<file path="config.mk">
export PLATFORM = sky130hd
export DESIGN_NAME = lc4_pipeline
export DESIGN_NICKNAME = d
export VERILOG_FILES = /design/src/lc4_pkg.sv /design/src/lc4_alu.sv /design/src/lc4_bypass.sv /design/src/lc4_decoder.sv /design/src/lc4_pipeline.sv /design/src/lc4_regfile.sv
export SDC_FILE = /design/constraint.sdc
export NUM_CORES = 1
export LEC_CHECK = 0
export BUFFER_PORTS_ARGS = -buffer_cell sky130_fd_sc_hd__buf_2
export CAP_MARGIN = 20
export CORE_UTILIZATION = 42
export CTS_CLUSTER_DIAMETER = 50
export DETAILED_ROUTE_END_ITERATION = 8
export SETUP_SLACK_MARGIN = 0.1
export SLEW_MARGIN = 20
export SYNTH_ARGS = -nofsm -noshare
export SYNTH_HDL_FRONTEND = slang
export SYNTH_SLANG_ARGS = --single-unit
</file>
<file path="constraint.sdc">
create_clock -name gwe -period 10.2 [get_ports gwe]
set_input_delay 1.53 -clock gwe [delete_from_list [all_inputs] [get_ports gwe]]
set_output_delay 1.53 -clock gwe [all_outputs]
set_load 0.02 [all_outputs]
</file>
<file path="src/lc4_pkg.sv">
`default_nettype none

package lc4_pkg;

   // machine widths, fixed by the ISA
   localparam int WORD_W    = 16;
   localparam int REG_SEL_W = 3;
   localparam int NUM_REGS  = 8;

   typedef logic [WORD_W-1:0]    word_t;
   typedef logic [REG_SEL_W-1:0] reg_sel_t;
   typedef logic [2:0]           nzp_t;    // {n, z, p}, one-hot
   typedef logic [1:0]           stall_t;

   localparam word_t RESET_PC = 16'h8200; // first fetch after reset

   // trace stall codes
   localparam stall_t STALL_NONE  = 2'd0; // real instruction
   localparam stall_t STALL_EMPTY = 2'd2; // reset bubble or zero word

   // top four bits of the instruction word
   typedef enum logic [3:0] {
      OP_BR      = 4'b0000, // only the all-zero word reaches us here
      OP_ARITH   = 4'b0001,
      OP_LOGIC   = 4'b0101,
      OP_LDR     = 4'b0110,
      OP_STR     = 4'b0111,
      OP_CONST   = 4'b1001,
      OP_HICONST = 4'b1101
   } opcode_e;

   // operation carried from decode into the ALU
   typedef enum logic [3:0] {
      ALU_ADD,
      ALU_MUL,
      ALU_SUB,
      ALU_AND,
      ALU_NOT,
      ALU_OR,
      ALU_XOR,
      ALU_CONST,
      ALU_HICONST,
      ALU_PASS   // rs + imm, load/store address
   } alu_op_e;

endpackage

`default_nettype wire

</file>
<file path="src/lc4_alu.sv">
`timescale 1ns/1ps
`default_nettype none

module lc4_alu (
   input  wire lc4_pkg::alu_op_e i_op,
   input  wire lc4_pkg::word_t   i_rs,
   input  wire lc4_pkg::word_t   i_rt,
   input  wire lc4_pkg::word_t   i_imm,
   input  wire                   i_use_imm,
   output lc4_pkg::word_t        o_result
);

   import lc4_pkg::*;

   word_t opb; // second operand, register or immediate

   assign opb = i_use_imm ? i_imm : i_rt;

   // all results wrap at 16 bits
   always_comb begin
      case (i_op)
         ALU_ADD: begin
            o_result = i_rs + opb;
         end
         ALU_MUL: begin
            o_result = i_rs * opb;  // low half of the product
         end
         ALU_SUB: begin
            o_result = i_rs - opb;
         end
         ALU_AND: begin
            o_result = i_rs & opb;
         end
         ALU_NOT: begin
            o_result = ~i_rs;
         end
         ALU_OR: begin
            o_result = i_rs | opb;
         end
         ALU_XOR: begin
            o_result = i_rs ^ opb;
         end
         ALU_CONST: begin
            o_result = i_imm;
         end
         ALU_HICONST: begin
            o_result = {i_imm[7:0], i_rs[7:0]};
         end
         ALU_PASS: begin
            // effective address for LDR and STR
            o_result = i_rs + i_imm;
         end
         default: begin
            o_result = '0;
         end
      endcase
   end

endmodule

`default_nettype wire

</file>
<file path="src/lc4_bypass.sv">
`timescale 1ns/1ps
`default_nettype none

module lc4_bypass (
   input  wire lc4_pkg::reg_sel_t i_src_sel,  // operand register in EX
   input  wire lc4_pkg::word_t    i_src_data, // value read in decode

   input  wire                    i_mem_we,
   input  wire lc4_pkg::reg_sel_t i_mem_sel,
   input  wire lc4_pkg::word_t    i_mem_data,

   input  wire                    i_wb_we,
   input  wire lc4_pkg::reg_sel_t i_wb_sel,
   input  wire lc4_pkg::word_t    i_wb_data,

   output lc4_pkg::word_t         o_data
);

   logic mem_hit;
   logic wb_hit;

   assign mem_hit = i_mem_we && (i_mem_sel == i_src_sel); // distance one
   assign wb_hit  = i_wb_we && (i_wb_sel == i_src_sel);   // distance two

   // youngest producer first
   always_comb begin
      if (mem_hit) begin
         o_data = i_mem_data;
      end else if (wb_hit) begin
         o_data = i_wb_data;
      end else begin
         o_data = i_src_data;
      end
   end

endmodule

`default_nettype wire

</file>
<file path="src/lc4_decoder.sv">
`timescale 1ns/1ps
`default_nettype none

module lc4_decoder (
   input  wire lc4_pkg::word_t i_insn,
   output lc4_pkg::reg_sel_t   o_rs_sel,
   output lc4_pkg::reg_sel_t   o_rt_sel,
   output lc4_pkg::reg_sel_t   o_rd_sel,
   output logic                o_rs_re,
   output logic                o_rt_re,
   output logic                o_regfile_we,
   output logic                o_nzp_we,
   output logic                o_is_load,
   output logic                o_is_store,
   output lc4_pkg::alu_op_e    o_alu_op,
   output logic                o_use_imm,
   output lc4_pkg::word_t      o_imm
);

   import lc4_pkg::*;

   opcode_e    opcode;
   logic [1:0] sub_op;  // register-form sub-op, bit 5 picks the imm5 form
   word_t      imm5;
   word_t      imm6;
   word_t      imm9;
   word_t      uimm8;

   assign opcode = opcode_e'(i_insn[15:12]);
   assign sub_op = i_insn[4:3];
   assign imm5   = {{11{i_insn[4]}}, i_insn[4:0]};
   assign imm6   = {{10{i_insn[5]}}, i_insn[5:0]};
   assign imm9   = {{7{i_insn[8]}}, i_insn[8:0]};
   assign uimm8  = {8'h00, i_insn[7:0]};

   always_comb begin
      // field positions shared by most formats
      o_rs_sel     = i_insn[8:6];
      o_rt_sel     = i_insn[2:0];
      o_rd_sel     = i_insn[11:9];
      o_rs_re      = 1'b0;
      o_rt_re      = 1'b0;
      o_regfile_we = 1'b0;
      o_nzp_we     = 1'b0;
      o_is_load    = 1'b0;
      o_is_store   = 1'b0;
      o_alu_op     = ALU_PASS;
      o_use_imm    = 1'b0;
      o_imm        = '0;

      case (opcode)
         OP_ARITH, OP_LOGIC: begin
            o_rs_re = 1'b1;
            if (i_insn[5]) begin            // immediate form: ADD or AND with imm5
               o_alu_op     = (opcode == OP_ARITH) ? ALU_ADD : ALU_AND;
               o_use_imm    = 1'b1;
               o_imm        = imm5;
               o_regfile_we = 1'b1;
            end else if (opcode == OP_ARITH) begin
               o_rt_re      = 1'b1;
               o_regfile_we = (sub_op != 2'b11); // DIV not supported
               case (sub_op)
                  2'b00:   o_alu_op = ALU_ADD;
                  2'b01:   o_alu_op = ALU_MUL;
                  default: o_alu_op = ALU_SUB;
               endcase
            end else begin
               o_rt_re      = (sub_op != 2'b01); // NOT has one source
               o_regfile_we = 1'b1;
               case (sub_op)
                  2'b00:   o_alu_op = ALU_AND;
                  2'b01:   o_alu_op = ALU_NOT;
                  2'b10:   o_alu_op = ALU_OR;
                  default: o_alu_op = ALU_XOR;
               endcase
            end
            o_nzp_we = o_regfile_we;
         end
         OP_LDR: begin
            o_rs_re      = 1'b1;
            o_use_imm    = 1'b1;
            o_imm        = imm6;
            o_is_load    = 1'b1;
            o_regfile_we = 1'b1;
            o_nzp_we     = 1'b1;
         end
         OP_STR: begin
            o_rt_sel   = i_insn[11:9]; // store data comes from the rd field
            o_rs_re    = 1'b1;
            o_rt_re    = 1'b1;
            o_use_imm  = 1'b1;
            o_imm      = imm6;
            o_is_store = 1'b1;
         end
         OP_CONST: begin
            o_alu_op     = ALU_CONST;
            o_use_imm    = 1'b1;
            o_imm        = imm9;
            o_regfile_we = 1'b1;
            o_nzp_we     = 1'b1;
         end
         OP_HICONST: begin
            o_rs_sel     = i_insn[11:9];  // low byte of rd is kept
            o_rs_re      = i_insn[8];
            o_alu_op     = ALU_HICONST;
            o_use_imm    = 1'b1;
            o_imm        = uimm8;
            o_regfile_we = i_insn[8];
            o_nzp_we     = i_insn[8];
         end
         OP_BR: ;  // zero word, nothing to do
         default: ;
      endcase
   end

endmodule

`default_nettype wire

</file>
<file path="src/lc4_pipeline.sv">
`timescale 1ns/1ps
`default_nettype none

module lc4_pipeline (
   input  wire                 gwe,
   input  wire                 i_reset,

   output lc4_pkg::word_t      o_cur_pc,       // instruction memory address
   input  wire lc4_pkg::word_t i_cur_insn,

   output lc4_pkg::word_t      o_dmem_addr,
   output logic                o_dmem_we,
   output lc4_pkg::word_t      o_dmem_towrite,
   input  wire lc4_pkg::word_t i_cur_dmem_data,

   // writeback-stage trace
   output lc4_pkg::stall_t     o_test_stall,
   output lc4_pkg::word_t      o_test_pc,
   output lc4_pkg::word_t      o_test_insn,
   output logic                o_test_regfile_we,
   output lc4_pkg::reg_sel_t   o_test_regfile_wsel,
   output lc4_pkg::word_t      o_test_regfile_data,
   output logic                o_test_nzp_we,
   output lc4_pkg::nzp_t       o_test_nzp_new_bits,
   output logic                o_test_dmem_we,
   output lc4_pkg::word_t      o_test_dmem_addr,
   output lc4_pkg::word_t      o_test_dmem_data
);

   import lc4_pkg::*;

   // fetch
   word_t  f_pc;
   stall_t f_stall;

   // decode
   word_t    d_pc, d_insn;
   stall_t   d_stall;
   logic     d_valid;
   reg_sel_t d_rs_sel, d_rt_sel, d_rd_sel;
   logic     d_rs_re, d_rt_re, d_regfile_we, d_nzp_we, d_is_load, d_is_store;
   alu_op_e  d_alu_op;
   logic     d_use_imm;
   word_t    d_imm, d_rs_data, d_rt_data;

   // execute
   word_t    x_pc, x_insn, x_rs_data, x_rt_data, x_imm;
   stall_t   x_stall;
   reg_sel_t x_rs_sel, x_rt_sel, x_rd_sel;
   logic     x_rs_re, x_rt_re, x_regfile_we, x_nzp_we, x_is_load, x_is_store;
   alu_op_e  x_alu_op;
   logic     x_use_imm;
   word_t    x_rs_fwd, x_rt_fwd, x_rs_val, x_rt_val, x_alu_result;

   // memory
   word_t    m_pc, m_insn, m_alu_result, m_rt_data;
   stall_t   m_stall;
   reg_sel_t m_rd_sel;
   logic     m_regfile_we, m_nzp_we, m_is_load, m_is_store;
   word_t    m_rd_data, m_dmem_addr, m_dmem_data;
   nzp_t     m_nzp, nzp_q;

   // writeback
   word_t    w_pc, w_insn, w_rd_data, w_dmem_addr, w_dmem_data;
   stall_t   w_stall;
   reg_sel_t w_rd_sel;
   logic     w_regfile_we, w_nzp_we, w_dmem_we;

   assign o_cur_pc = f_pc;
   assign f_stall  = (i_cur_insn == '0) ? STALL_EMPTY : STALL_NONE; // zero word is a bubble

   always_ff @(posedge gwe) begin
      if (i_reset) begin
         f_pc <= RESET_PC;
      end else begin
         f_pc <= f_pc + 16'd1;
      end
   end

   lc4_decoder u_decoder (
      .i_insn(d_insn), .o_rs_sel(d_rs_sel), .o_rt_sel(d_rt_sel), .o_rd_sel(d_rd_sel),
      .o_rs_re(d_rs_re), .o_rt_re(d_rt_re), .o_regfile_we(d_regfile_we),
      .o_nzp_we(d_nzp_we), .o_is_load(d_is_load), .o_is_store(d_is_store),
      .o_alu_op(d_alu_op), .o_use_imm(d_use_imm), .o_imm(d_imm)
   );

   lc4_regfile u_regfile (
      .gwe(gwe), .i_reset(i_reset),
      .i_rs_sel(d_rs_sel), .i_rt_sel(d_rt_sel), .i_rd_sel(w_rd_sel),
      .i_wdata(w_rd_data), .i_we(w_regfile_we),
      .o_rs_data(d_rs_data), .o_rt_data(d_rt_data)
   );

   // IF/ID holds a stale word during reset, so enables follow the stall code
   assign d_valid = (d_stall == STALL_NONE);

   lc4_bypass u_bypass_rs (
      .i_src_sel(x_rs_sel), .i_src_data(x_rs_data),
      .i_mem_we(m_regfile_we), .i_mem_sel(m_rd_sel), .i_mem_data(m_rd_data),
      .i_wb_we(w_regfile_we), .i_wb_sel(w_rd_sel), .i_wb_data(w_rd_data),
      .o_data(x_rs_fwd)
   );

   lc4_bypass u_bypass_rt (
      .i_src_sel(x_rt_sel), .i_src_data(x_rt_data),
      .i_mem_we(m_regfile_we), .i_mem_sel(m_rd_sel), .i_mem_data(m_rd_data),
      .i_wb_we(w_regfile_we), .i_wb_sel(w_rd_sel), .i_wb_data(w_rd_data),
      .o_data(x_rt_fwd)
   );

   assign x_rs_val = x_rs_re ? x_rs_fwd : '0; // unused operands read as zero
   assign x_rt_val = x_rt_re ? x_rt_fwd : '0;

   lc4_alu u_alu (
      .i_op(x_alu_op), .i_rs(x_rs_val), .i_rt(x_rt_val), .i_imm(x_imm),
      .i_use_imm(x_use_imm), .o_result(x_alu_result)
   );

   // memory stage
   assign m_rd_data      = m_is_load ? i_cur_dmem_data : m_alu_result;
   assign m_dmem_addr    = (m_is_load || m_is_store) ? m_alu_result : '0;
   assign m_dmem_data    = m_is_load ? i_cur_dmem_data : (m_is_store ? m_rt_data : '0);
   assign o_dmem_addr    = m_dmem_addr;
   assign o_dmem_we      = m_is_store;
   assign o_dmem_towrite = m_rt_data;

   always_comb begin
      if (m_rd_data == '0) begin
         m_nzp = 3'b010;
      end else if (m_rd_data[WORD_W-1]) begin
         m_nzp = 3'b100;
      end else begin
         m_nzp = 3'b001;
      end
   end

   always_ff @(posedge gwe) begin
      if (i_reset) begin
         nzp_q <= '0;
      end else if (m_nzp_we) begin
         nzp_q <= m_nzp;
      end
   end

   // pipeline control
   always_ff @(posedge gwe) begin
      if (i_reset) begin
         d_stall      <= STALL_EMPTY;
         x_stall      <= STALL_EMPTY;
         m_stall      <= STALL_EMPTY;
         w_stall      <= STALL_EMPTY;
         x_regfile_we <= 1'b0;
         x_nzp_we     <= 1'b0;
         x_is_load    <= 1'b0;
         x_is_store   <= 1'b0;
         m_regfile_we <= 1'b0;
         m_nzp_we     <= 1'b0;
         m_is_load    <= 1'b0;
         m_is_store   <= 1'b0;
         w_regfile_we <= 1'b0;
         w_nzp_we     <= 1'b0;
         w_dmem_we    <= 1'b0;
      end else begin
         d_stall      <= f_stall;
         x_stall      <= d_stall;
         m_stall      <= x_stall;
         w_stall      <= m_stall;
         x_regfile_we <= d_valid & d_regfile_we;
         x_nzp_we     <= d_valid & d_nzp_we;
         x_is_load    <= d_valid & d_is_load;
         x_is_store   <= d_valid & d_is_store;
         m_regfile_we <= x_regfile_we;
         m_nzp_we     <= x_nzp_we;
         m_is_load    <= x_is_load;
         m_is_store   <= x_is_store;
         w_regfile_we <= m_regfile_we;
         w_nzp_we     <= m_nzp_we;
         w_dmem_we    <= m_is_store;
      end
   end

   // pipeline payload
   always_ff @(posedge gwe) begin
      d_pc         <= f_pc;
      d_insn       <= i_cur_insn;

      x_pc         <= d_pc;
      x_insn       <= d_insn;
      x_rs_sel     <= d_rs_sel;
      x_rt_sel     <= d_rt_sel;
      x_rd_sel     <= d_rd_sel;
      x_rs_re      <= d_rs_re;
      x_rt_re      <= d_rt_re;
      x_rs_data    <= d_rs_data;
      x_rt_data    <= d_rt_data;
      x_alu_op     <= d_alu_op;
      x_use_imm    <= d_use_imm;
      x_imm        <= d_imm;

      m_pc         <= x_pc;
      m_insn       <= x_insn;
      m_rd_sel     <= x_rd_sel;
      m_alu_result <= x_alu_result;
      m_rt_data    <= x_rt_val;      // forwarded store data

      w_pc         <= m_pc;
      w_insn       <= m_insn;
      w_rd_sel     <= m_rd_sel;
      w_rd_data    <= m_rd_data;
      w_dmem_addr  <= m_dmem_addr;
      w_dmem_data  <= m_dmem_data;
   end

   // trace
   assign o_test_stall        = w_stall;
   assign o_test_pc           = w_pc;
   assign o_test_insn         = w_insn;
   assign o_test_regfile_we   = w_regfile_we;
   assign o_test_regfile_wsel = w_rd_sel;
   assign o_test_regfile_data = w_rd_data;
   assign o_test_nzp_we       = w_nzp_we;
   assign o_test_nzp_new_bits = w_nzp_we ? nzp_q : '0; // nzp_q was loaded as this insn left MEM
   assign o_test_dmem_we      = w_dmem_we;
   assign o_test_dmem_addr    = w_dmem_addr;
   assign o_test_dmem_data    = w_dmem_data;

endmodule

`default_nettype wire

</file>
<file path="src/lc4_regfile.sv">
`timescale 1ns/1ps
`default_nettype none

module lc4_regfile (
   input  wire                    gwe,
   input  wire                    i_reset,
   input  wire lc4_pkg::reg_sel_t i_rs_sel,
   input  wire lc4_pkg::reg_sel_t i_rt_sel,
   input  wire lc4_pkg::reg_sel_t i_rd_sel,
   input  wire lc4_pkg::word_t    i_wdata,
   input  wire                    i_we,
   output lc4_pkg::word_t         o_rs_data,
   output lc4_pkg::word_t         o_rt_data
);

   import lc4_pkg::*;

   word_t regs [NUM_REGS];

   always_ff @(posedge gwe) begin
      if (i_reset) begin
         for (int i = 0; i < NUM_REGS; i++) begin
            regs[i] <= '0;
         end
      end else if (i_we) begin
         regs[i_rd_sel] <= i_wdata;
      end
   end

   // a read of the register written this cycle sees the new value
   assign o_rs_data = (i_we && (i_rd_sel == i_rs_sel)) ? i_wdata : regs[i_rs_sel];
   assign o_rt_data = (i_we && (i_rd_sel == i_rt_sel)) ? i_wdata : regs[i_rt_sel];

endmodule

`default_nettype wire
</file>
==> results_dict.tcl <==
set metrics [dict create \
    slowest_stage "dfxtp_1" \
    cts_tree "done" \
    ant_nets 0 \
    synth_area_um2 22300 \
    synth_edf_count 128 \
    fin_ws_ns 1.99 \
    grt_pass1_wl_um 112000 \
    gp_congestion 0.990 \
    cp_cell_sequence "xor2_4, or4_4, mux2i_1, o21a_1, inv_1, ha_1, inv_1, fa_1, fa_1, fa_1, fa_1, inv_1, fa_1, inv_1, fa_1, inv_1, ha_1, nand2_1, o21ai_0, o41ai_1, xnor2_1, a221oi_1, o21ai_0" \
    hold_violations 0 \
    hold_path_class "reg -> reg" \
    setup_violations 0 \
    cts_setup_buffers 0 \
    postCtsHoldBufs 0 \
    portBuffers 172 \
    finalMaxSlewViolations 0 \
    num-nets-final 2720 \
    vias 18000 \
    preCtsSetupSlack_ns 1.85 \
    cts_max_level 2 \
    synth.ff_latch_count 421 \
    cp.required_ns 10.65 \
    outcome "completed" \
    max_freq_mhz 122 \
    tightest_slew_ns 1.14 \
    drc 0 \
    crit_arrival_ns 8.66 \
    start_util_pct 42.4 \
    grt_pass1_vias 17500 \
    synthFlopType "dfxtp_1" \
    drv_cap 0 \
    final_common_cell "nand2_1" \
    drive_gt1_share_pct 14.3 \
    whs_ns 0.306 \
    coreArea_um2 52400 \
    grt_antenna_before_repair 1 \
    ctsResizeCount 0 \
    power-per-cell-area_nw_per_um2 162 \
    area_growth_pct 13.9 \
    path_max_fanout 12 \
    total_leakage_power_nw 11.0 \
    viasPerCell 5.58 \
    fill_cells 4923 \
    critPathMaxStageDelay_ns 0.68 \
    synthArstFlopShare_pct 0 \
    fin_skew_ns 0.0290 \
    routed_wl_um 74800 \
    clk_pin_slew_ns 0.06 \
    ys_types 83 \
    final_cell_mix "nand2_1 (421), dfxtp_1 (293), inv_1 (177), buf_2 (172), nor2_1 (149)" \
    root_buffer "clkbuf_16" \
    period_share_pct 80.5 \
    crit_type "reg -> reg" \
    rsz0062_at_grt "no" \
    gr-total-overflow 0 \
    drt-pass1-iter-count 6 \
    clk_latency_ns 0.60 \
    yosys_warnings 0 \
    die_area_um2 53900 \
    cts_buffers 45 \
    syn_avg_cell_area_um2 9.35 \
    grt_max_degree 67 \
    cts_num_sinks 421 \
    ios 174 \
    yosysSeqAreaShare_pct 43.6 \
    cp-start-kind "flop" \
    setup_tns_ns 0 \
    clock_path_buffers 3 \
    ir_drop_uv 138 \
    min_period_ns 8.21 \
    drt-wirelength-per-cell_um 23.2 \
    rows 84 \
    place_hpwl_um 53600 \
    die_h_um 232 \
    endpoint_kind "flop" \
    max_slew_margin_pct 23.7 \
    chipWidth_um 232 \
    syn_nets 2600 \
    crit_path_frequent_cell "fa_1" \
    drt_iter0_markers 1686 \
    synthCells 2381 \
    track_usage_pct 27.6 \
]
[cell type report]
class	count	area, µm²	area share (%)
Antenna cell	1	2.50	0.00987
Clock buffer	59	1210	4.77
Clock inverter	24	328	1.29
Inverter	189	709	2.80
Multi-Input combinational cell	1627	11300	44.7
Sequential cell	421	9710	38.3
Tap cell	688	861	3.40
Timing Repair Buffer	217	1200	4.73
[power breakdown]
part	switching, mW	leakage, nW	internal, mW
combinational	0.364	6.54	0.166
clock	0.709	0.753	0.980
sequential	0.0889	3.73	1.80
[sequential cells by signal (all words and copies together), names as in the netlist, 3 cells and up]
name,flops
d_insn,16
m_alu_result,16
m_insn,14
x_rt_sel,3
x_alu_op,4
x_rs_sel,3
o_test_pc,16
x_insn,14
o_test_insn,14
o_test_dmem_addr,16
m_pc,16
x_rt_data,16
x_pc,16
o_test_dmem_data,16
o_dmem_towrite,16
o_test_regfile_data,16
x_imm,9
o_cur_pc,16
nzp_q,3
x_rs_data,16
u_regfile.regs,128
d_pc,16
[final timing paths]
check                         startpoint                to  slack (ns)  cells past startpoint
setup / recovery  o_test_regfile_wsel[0]  m_alu_result[14]        1.99                     23
setup reg to reg  o_test_regfile_wsel[0]  m_alu_result[14]        1.99                     23
hold reg to reg               x_insn[13]        m_insn[13]        0.31                      0
hold / removal                x_insn[13]        m_insn[13]        0.31                      0
[synth_stat cells, types with 35 or more instances]
cell / number / share of area, %
edfxtp_1: 128 / 17
a311oi_1: 37 / 1.5
clkbuf_1: 119 / 2.0
nor2_1: 150 / 2.5
and2_1: 127 / 3.6
a21oi_1: 47 / 1.1
nand3_1: 87 / 2.0
xnor2_1: 52 / 2.0
inv_1: 179 / 3.0
ha_1: 104 / 5.8
a31oi_1: 35 / 0.98
mux2i_1: 44 / 2.0
fa_1: 81 / 7.3
nand2_1: 421 / 7.1
dfxtp_1: 293 / 26
o21ai_0: 87 / 2.0
and3_1: 45 / 1.3
[metrics by stage]
stage | cell area [µm²] | instances | power [mW] | util [%]
detailed placement | 23800 | 3142 | 2.45 | 45.4
global placement | 23800 | 3142 | 2.44 | 45.4
finish | 25400 | 3226 | 4.11 | 48.3
global route | 25400 | 3225 | 4.25 | 48.3
floorplan | 22300 | 2381 | 2.22 | -
CTS | 25400 | 3225 | 4.13 | 48.3
[critical path, delay by kind of cell, from the launching register on]
kind	cells	cell delay, ns
fa+ha+maj	8	3.50
compound gates	5	1.56
simple gates	2	0.76
flops	1	0.68
buf+inv	5	0.55
mux	1	0.54
xor+xnor	2	0.44
[layer usage]
layer	global-route usage [%]	up-vias	part of all wire [%]
li1	-	8287	-
met1	37.5	8764	43
met2	45.0	826	46
met3	4.00	129	7.6
met4	9.23	0	3.1
met5	0	-	0
[logic make-up (layout without fill, tap and decap cells)]
logic type	count (synthesis)	count (layout)	synth area share, %
AND/OR/NAND/NOR	966	966	20.5
flip-flops	421	421	43.6
other	1	2	0.0168
AO/OA/AOI/OAI	345	345	11.0
buffers and inverters	333	489	5.93
multiplexers	56	56	2.60
XOR/XNOR	74	74	3.25
adder cells (fa/ha/maj)	185	185	13.1
Power figures use the tool's default switching activity.
